File: src/cia_pkg.sv
//--------------------
// cia subsystem definitions
// address map, register numbers, irq levels and bus types
//--------------------

package cia_pkg;

	//--------------------
	// address map
	//--------------------
	localparam int num_cias = 2;	// timer channels, channel i on byte lane i

	localparam logic [7:0] cia_region = 8'hbf;	// addr[23:16] of cia space
	localparam int cia_sel_bit_base = 12;	// channel i selected by addr[12+i] low

	// register select, taken from addr[11:8]
	localparam logic [3:0] reg_talo = 4'd4;	// timer a low byte
	localparam logic [3:0] reg_tahi = 4'd5;	// timer a high byte
	localparam logic [3:0] reg_icr = 4'd13;	// interrupt control
	localparam logic [3:0] reg_cra = 4'd14;	// control register a

	// cpu priority level per channel, cia a on int2 and cia b on int6
	localparam logic [num_cias-1:0][2:0] irq_level = {3'd6, 3'd2};

	//--------------------
	// bus types
	//--------------------
	typedef struct packed {
		logic [23:1] addr;	// word address
		logic        we;	// write when set
		logic [15:0] wdata;
	} cpu_req_t;

	typedef struct packed {
		logic [15:0] rdata;	// lane i holds channel i
	} cpu_rsp_t;

	// one access to the timer channels, valid for a single cycle
	typedef struct packed {
		logic                valid;
		logic [num_cias-1:0] sel;	// per-channel select, may be all zero
		logic                we;
		logic [3:0]          rs;	// register number
		logic [15:0]         wdata;	// full word, each channel takes its lane
	} cia_access_t;

	// timer write byte, seen as cra or as icr set/clear word
	typedef union packed {
		struct packed {
			logic [2:0] unused_hi;
			logic       load;	// force load, strobe only
			logic       oneshot;
			logic [1:0] unused_lo;
			logic       start;
		} cra;
		struct packed {
			logic       set_clr;	// 1 sets the given mask bits, 0 clears them
			logic [5:0] unused;
			logic       ta;	// timer a mask bit
		} icr;
	} cia_wbyte_u;

endpackage

File: src/cia_bus_decoder.sv
//--------------------
// cia bus decoder
// accepts one cpu request at a time, decodes the cia space
// and issues a registered single-cycle access to the timers
//--------------------

`timescale 1ns/1ps

module cia_bus_decoder
	import cia_pkg::*;
(
	input  logic        clk,
	input  logic        reset,
	input  logic        req_valid_i,
	input  cpu_req_t    req_i,
	output logic        req_ready_o,
	input  logic        rsp_done_i,	// response taken by the cpu side
	output cia_access_t access_o
);

	logic                busy;	// access in flight
	logic                accept;
	logic                in_region;
	logic [num_cias-1:0] sel_dec;

	// access register, control part
	logic                acc_valid;
	logic [num_cias-1:0] acc_sel;

	// access register, payload part
	logic                acc_we;
	logic [3:0]          acc_rs;
	logic [15:0]         acc_wdata;

	assign req_ready_o = ~busy;
	assign accept = req_valid_i & ~busy;

	//--------------------
	// address decode
	//--------------------
	assign in_region = (req_i.addr[23:16] == cia_region);

	always_comb begin
		for (int i = 0; i < num_cias; i++) begin
			sel_dec[i] = in_region & ~req_i.addr[cia_sel_bit_base + i];	// active low select
		end
	end

	//--------------------
	// busy and access registers
	//--------------------
	always_ff @(posedge clk) begin
		if (reset) begin
			busy <= 1'b0;
			acc_valid <= 1'b0;
			acc_sel <= '0;
		end else begin
			if (accept)
				busy <= 1'b1;
			else if (rsp_done_i)
				busy <= 1'b0;	// ready again next cycle
			acc_valid <= accept;	// one cycle pulse
			acc_sel <= accept ? sel_dec : '0;	// unmapped still issues, answers zero
		end
	end

	always_ff @(posedge clk) begin
		if (accept) begin
			acc_we <= req_i.we;
			acc_rs <= req_i.addr[11:8];
			acc_wdata <= req_i.wdata;
		end
	end

	always_comb begin
		access_o.valid = acc_valid;
		access_o.sel = acc_sel;
		access_o.we = acc_we;
		access_o.rs = acc_rs;
		access_o.wdata = acc_wdata;
	end

	// next access only after the combiner has handed off the response
	assert property (@(posedge clk) disable iff (reset)
		access_o.valid |=> !access_o.valid until rsp_done_i)
		else $error("cia access issued while previous one in flight");

endmodule

File: src/cia_timer.sv
//--------------------
// cia timer a
// latch, down counter, control register and icr
// one instance per byte lane
//--------------------

`timescale 1ns/1ps

module cia_timer
	import cia_pkg::*;
#(
	parameter int lane = 0	// byte lane and select bit, 0 .. num_cias-1
) (
	input  logic        clk,
	input  logic        reset,
	input  logic        tick_i,	// count enable
	input  cia_access_t access_i,
	output logic [7:0]  rdata_o,
	output logic        irq_o
);

	logic        hit;	// this channel addressed
	logic        wr;
	logic        rd;
	logic [7:0]  wdata_byte;
	cia_wbyte_u  wbyte;
	logic        underflow;
	logic        icr_rd;

	logic [15:0] latch;
	logic [15:0] counter;
	logic        start;
	logic        oneshot;
	logic        flag;	// icr timer a flag
	logic        mask;	// icr timer a enable

	if (lane < 0 || lane >= num_cias) begin : g_lane_check
		$error("cia_timer lane out of range");
	end

	assign hit = access_i.valid & access_i.sel[lane];
	assign wr = hit & access_i.we;
	assign rd = hit & ~access_i.we;
	assign wdata_byte = access_i.wdata[lane*8 +: 8];	// own lane of the word
	assign wbyte = wdata_byte;

	assign underflow = tick_i & start & (counter == 16'd0);
	assign icr_rd = rd & (access_i.rs == reg_icr);
	assign irq_o = flag & mask;

	//--------------------
	// counter and registers
	//--------------------
	always_ff @(posedge clk) begin
		if (reset) begin
			latch <= '0;
			counter <= '0;
			start <= 1'b0;
			oneshot <= 1'b0;
			flag <= 1'b0;
			mask <= 1'b0;
		end else begin
			// count down, reload on zero
			if (tick_i && start) begin
				if (counter == 16'd0) begin
					counter <= latch;
					if (oneshot)
						start <= 1'b0;	// one-shot stops itself
				end else begin
					counter <= counter - 16'd1;
				end
			end

			// underflow wins over read clear
			if (underflow)
				flag <= 1'b1;
			else if (icr_rd)
				flag <= 1'b0;

			if (wr) begin
				case (access_i.rs)
					reg_talo: latch[7:0] <= wdata_byte;
					reg_tahi: latch[15:8] <= wdata_byte;
					reg_cra: begin
						start <= wbyte.cra.start;	// cpu write overrides one-shot stop
						oneshot <= wbyte.cra.oneshot;
						if (wbyte.cra.load)
							counter <= latch;
					end
					reg_icr: begin
						if (wbyte.icr.ta)
							mask <= wbyte.icr.set_clr;
					end
					default: ;
				endcase
			end
		end
	end

	//--------------------
	// read byte, held until next access
	//--------------------
	always_ff @(posedge clk) begin
		if (reset) begin
			rdata_o <= '0;
		end else if (access_i.valid) begin
			if (rd) begin
				case (access_i.rs)
					reg_talo: rdata_o <= counter[7:0];
					reg_tahi: rdata_o <= counter[15:8];
					reg_cra: rdata_o <= {4'b0000, oneshot, 2'b00, start};	// load reads 0
					reg_icr: rdata_o <= {irq_o, 6'b000000, flag};
					default: rdata_o <= '0;
				endcase
			end else begin
				rdata_o <= '0;	// writes and other lanes answer zero
			end
		end
	end

	// flag only drops through an icr read
	assert property (@(posedge clk) disable iff (reset)
		flag && !icr_rd |=> flag)
		else $error("cia timer flag cleared without icr read");

endmodule

File: src/cia_data_combiner.sv
//--------------------
// cia data combiner
// merges lane bytes into the response and encodes the cpu irq level
//--------------------

`timescale 1ns/1ps

module cia_data_combiner
	import cia_pkg::*;
(
	input  logic                     clk,
	input  logic                     reset,
	input  cia_access_t              access_i,	// only valid is looked at
	input  logic [num_cias-1:0][7:0] rdata_i,
	input  logic [num_cias-1:0]      irq_i,
	output logic                     rsp_valid_o,
	output cpu_rsp_t                 rsp_o,
	input  logic                     rsp_ready_i,
	output logic                     rsp_done_o,
	output logic [2:0]               ipl_o
);

	logic [2:0] ipl_next;

	assign rsp_done_o = rsp_valid_o & rsp_ready_i;

	// timer bytes land together with valid and stay until the next access
	always_comb begin
		rsp_o.rdata = '0;
		if (rsp_valid_o) begin
			for (int i = 0; i < num_cias; i++) begin
				rsp_o.rdata[i*8 +: 8] = rdata_i[i];	// channel i on lane i
			end
		end
	end

	always_ff @(posedge clk) begin
		if (reset)
			rsp_valid_o <= 1'b0;
		else if (access_i.valid)
			rsp_valid_o <= 1'b1;	// timers answer on this edge
		else if (rsp_done_o)
			rsp_valid_o <= 1'b0;
	end

	//--------------------
	// interrupt level
	//--------------------
	always_comb begin
		ipl_next = 3'd0;
		for (int i = 0; i < num_cias; i++) begin
			if (irq_i[i] && irq_level[i] > ipl_next)
				ipl_next = irq_level[i];	// highest pending wins
		end
	end

	always_ff @(posedge clk) begin
		if (reset)
			ipl_o <= 3'd0;
		else
			ipl_o <= ipl_next;
	end

	// response held under back-pressure
	assert property (@(posedge clk) disable iff (reset)
		rsp_valid_o && !rsp_ready_i |=> rsp_valid_o && $stable(rsp_o))
		else $error("cia response changed before it was taken");

endmodule

File: src/cia_subsystem.sv
//--------------------
// cia subsystem top
// decoder, one timer per byte lane, response combiner
//--------------------

`timescale 1ns/1ps

module cia_subsystem
	import cia_pkg::*;
(
	input  logic     clk,
	input  logic     reset,
	input  logic     tick_i,
	input  logic     req_valid_i,
	input  cpu_req_t req_i,
	output logic     req_ready_o,
	output logic     rsp_valid_o,
	output cpu_rsp_t rsp_o,
	input  logic     rsp_ready_i,
	output logic [2:0] ipl_o
);

	cia_access_t              access;
	logic                     rsp_done;
	logic [num_cias-1:0][7:0] rdata;
	logic [num_cias-1:0]      irq;

	cia_bus_decoder u_decoder (
		.clk         (clk),
		.reset       (reset),
		.req_valid_i (req_valid_i),
		.req_i       (req_i),
		.req_ready_o (req_ready_o),
		.rsp_done_i  (rsp_done),
		.access_o    (access)
	);

	// cia a on lane 0, cia b on lane 1
	for (genvar i = 0; i < num_cias; i++) begin : g_cia
		cia_timer #(.lane(i)) u_timer (
			.clk      (clk),
			.reset    (reset),
			.tick_i   (tick_i),
			.access_i (access),
			.rdata_o  (rdata[i]),
			.irq_o    (irq[i])
		);
	end

	cia_data_combiner u_combiner (
		.clk         (clk),
		.reset       (reset),
		.access_i    (access),
		.rdata_i     (rdata),
		.irq_i       (irq),
		.rsp_valid_o (rsp_valid_o),
		.rsp_o       (rsp_o),
		.rsp_ready_i (rsp_ready_i),
		.rsp_done_o  (rsp_done),
		.ipl_o       (ipl_o)
	);

endmodule

File: config.mk
export PLATFORM = sky130hd
export DESIGN_NAME = cia_subsystem
export DESIGN_NICKNAME = d
export VERILOG_FILES = /design/src/cia_pkg.sv /design/src/cia_bus_decoder.sv /design/src/cia_timer.sv /design/src/cia_data_combiner.sv /design/src/cia_subsystem.sv
export SDC_FILE = /design/constraint.sdc
export NUM_CORES = 1
export LEC_CHECK = 0
export BUFFER_PORTS_ARGS = -buffer_cell sky130_fd_sc_hd__buf_2
export CORE_AREA = 2 2 102 104
export CTS_CLUSTER_DIAMETER = 40
export DETAILED_ROUTE_END_ITERATION = 8
export DIE_AREA = 0 0 104 106
export PLACE_DENSITY = 0.77
export RECOVER_POWER = 100
export SLEW_MARGIN = 20
export SYNTH_ARGS = -nofsm -noshare
export SYNTH_HDL_FRONTEND = slang
export SYNTH_SLANG_ARGS = --single-unit
File: constraint.sdc
create_clock -name clk -period 3.7 [get_ports clk]
set_input_delay 0.185 -clock clk [delete_from_list [all_inputs] [get_ports clk]]
set_output_delay 0.185 -clock clk [all_outputs]
set_load 0.05 [all_outputs]
==> impl_results.md <==
* FF+latch count, synth at 116
* P_leak at 2.28 nW
* Worst Skew at 0.00845 ns
* YS warnings at 0
* Die area at 11000 um2
* Minimum clock period at 2.74 ns
* GP Congestion at 0.918
* Antenna Cells at 0
* NumNets Final at 716
* Cell taking the most area after synthesis: dfxtp_1
* Initial DRC count at 404
* Via-per-instance ratio at 5.92
* Syn Inst Count at 601
* Input/output buffers at 55
* Unrepaired setup endpoints after global routing: no
* Clock latency on the worst-skew pair at 0.52 ns
* Dpl ws at 1.35 ns
* Min-delay worst type: primary input to flop
* First-pass GRT wire length at 22200 um
* CP required at 4.02 ns
* Setup TNS at 0 ns
* Fmax at 365 MHz
* Cell Rows at 37
* Die Ht at 106 um
* Worst Max-Slew Pin Slew at 2.39 ns
* Final hold vios at 0
* CTS tree: built
* Max Buffers Root-to-Sink at 2
* Top-area cell type share of the netlist area at 0.358
* GRT overflow at 0
* Startpoint Class: flop
* CP arrival at 3.06 ns
* Worst VDD drop at 354 uV
* Post-layout util at 0.639
* Run status: complete, but fails checks
* Cell Area, Placed at 5640 um2
* Commonest non-fill, non-tap cell in the layout: dfxtp_1
* Post-Syn Area per Cell at 8.83 um2
* Via count at 4829
* Final Instance Area at 6390 um2
* Clock Sink Count at 116
* Pin count of the biggest net entering global routing at 55
* Synth top area cells: dfxtp_1, edfxtp_1, nand2_1
* Routed wire length at 13500 um
* Distinct cells, synth at 65
* Drt pass-1 iters at 6
* MaxCap Viol Count at 1
* DRC viols at 0
* Global Route Usage Sum at 0.253
* Share of flip-flops with an asynchronous set or reset at 0
* Die Wd at 104 um
* CP Class: flop to flop
* Vias in the first global route at 4532
* Slew Limit Fails at 55
* Filler instances at 856
* Initial antenna violation count at 0
* Power density over the cells at 456 nW/um2
* Failing checks: max-capacitance violations, max-slew violations
* CP Capture Type: flop
* Starting Density at 0.531
* Post-synth EDFFs at 21
* CTS H-tree lvls at 4
* Final period util at 0.741
* CTS Root Cell: clkbuf_8
* Fraction of layout cells with a size suffix above 1 at 0.101
* Sequential share of the synthesized area at 0.477
* Post-CTS Hold Buffers at 26
* DPL Wire Length at 9050 um
* Synthesized Nets at 650
* # setup viols final at 0
* Crit Path Max Fanout at 19
* Clock Pin Slew Worst Setup and Hold Paths at 0.06 ns
* Most frequent cells in the layout: dfxtp_1, nand2_1, nor2_1
* CTS resizes at 0
* Final WS setup at 0.957 ns
* Worst slew margin relative to its limit at -0.591
* Post-CTS Setup Inserts at 0
* I/O pin cnt at 66
* Core ar. at 10000 um2
* WL/cell at 16.6 um
* Most used DFF post-synth: dfxtp_1
* CTS buffer count at 17
* Antenna Violating Nets Remaining at 0
* Netlist Area Pre-Place at 5310 um2
* Layout area overhead at 20.4%
[cell type report]
class / instances / area [um2] / area share
timing repair buffer: 86 / 529 / 0.0829
tap: 136 / 170 / 0.0266
clock buffer: 24 / 470 / 0.0737
inverter: 12 / 45.0 / 0.00705
multi-input combinational: 434 / 2560 / 0.401
sequential: 116 / 2530 / 0.397
clock inverter: 8 / 77.6 / 0.0121
[per-stage QoR]
stage          hold slack [ns]  instances  power [mW]
2_1_floorplan            0.257        601        1.39
3_3_place_gp             0.346        758        1.42
3_5_place_dp             0.347        758        1.42
4_1_cts                0.00122        816        2.92
5_1_grt                 0.0630        816        3.00
6_report                0.0307        816        2.91
[Yosys cell counts, types with 5 or more instances]
library cell and number:
inv_1 11, dfxtp_1 95, xor2_1 5, and2_1 25, nor2_1 73, edfxtp_1 21
mux2i_1 10, xnor2_1 11, nor4_1 11, o2bb2ai_1 5, and3_1 5, a222oi_1 5
a22oi_1 11, a21oi_1 45, nand4_1 6, a211oi_1 17, nand3_1 16, or3_1 5
nand2_1 80, a2bb2oi_1 10, nor2b_1 7, clkbuf_1 35, o21ai_0 13, nor3_1 9
[logic make-up after synthesis]
kind of cell,Yosys count,synth area share
DFF,116,0.477
buffers and inverters,51,0.0387
AOI/OAI and AO/OA,141,0.184
other,1,0.000707
muxes,10,0.0189
and+or+nand+nor,262,0.244
adders and majority gates,4,0.00943
xor gates and xnor gates,16,0.0264
[layer usage]
metal  vias up  wire, um  part of all wire  global-route usage
met5         -         0                 0                   0
met4         0       259             0.019              0.0898
met3        24       902             0.067              0.0521
met2       222      6040              0.45               0.395
met1      2268      6320              0.47               0.350
li1       2315         -                 -                   -
[worst paths after layout]
kind	from	slack (ns)	depth (start not counted)	end
worst max-delay path	u_decoder.acc_rs[1]$_DFFE_PP_	0.96	5	g_cia[0].u_timer.latch[11]$_SDFFE_PP0P_
worst min-delay path	req_i[33]	0.03	4	u_decoder.acc_sel[0]$_SDFF_PP0_
worst max register to register	u_decoder.acc_rs[1]$_DFFE_PP_	0.96	5	g_cia[0].u_timer.latch[11]$_SDFFE_PP0P_
worst min register to register	g_cia[1].u_timer.latch[5]$_SDFFE_PP0P_	0.46	2	g_cia[1].u_timer.latch[5]$_SDFFE_PP0P_
[critical path, cell delays in order, from the launching register on]
cell,delay (ns)
edfxtp_1,0.47
nor4bb_2,0.31
clkbuf_1,0.75
and2_0,0.67
mux2i_1,0.28
nor2_1,0.05
[registers in the layout (all words and copies together), names as in the netlist]
register / flops
g_cia.u_timer.counter: 32
g_cia.u_timer.latch: 32
g_cia.u_timer.rdata_o: 16
u_decoder.acc_wdata: 16
u_decoder.acc_rs: 4
g_cia.u_timer.flag: 2
g_cia.u_timer.mask: 2
g_cia.u_timer.oneshot: 2
g_cia.u_timer.start: 2
u_combiner.ipl_o: 2
u_decoder.acc_sel: 2
u_combiner.rsp_valid_o: 1
u_decoder.acc_valid: 1
u_decoder.acc_we: 1
u_decoder.busy: 1
[power breakdown]
group	total (mW)	switching [mW]	internal [mW]
clock	1.50	0.558	0.940
sequential	1.32	0.0168	1.31
combinational	0.0917	0.0536	0.0381
total	2.91	0.629	2.29
Note: power is estimated with default switching activity, not from simulation.
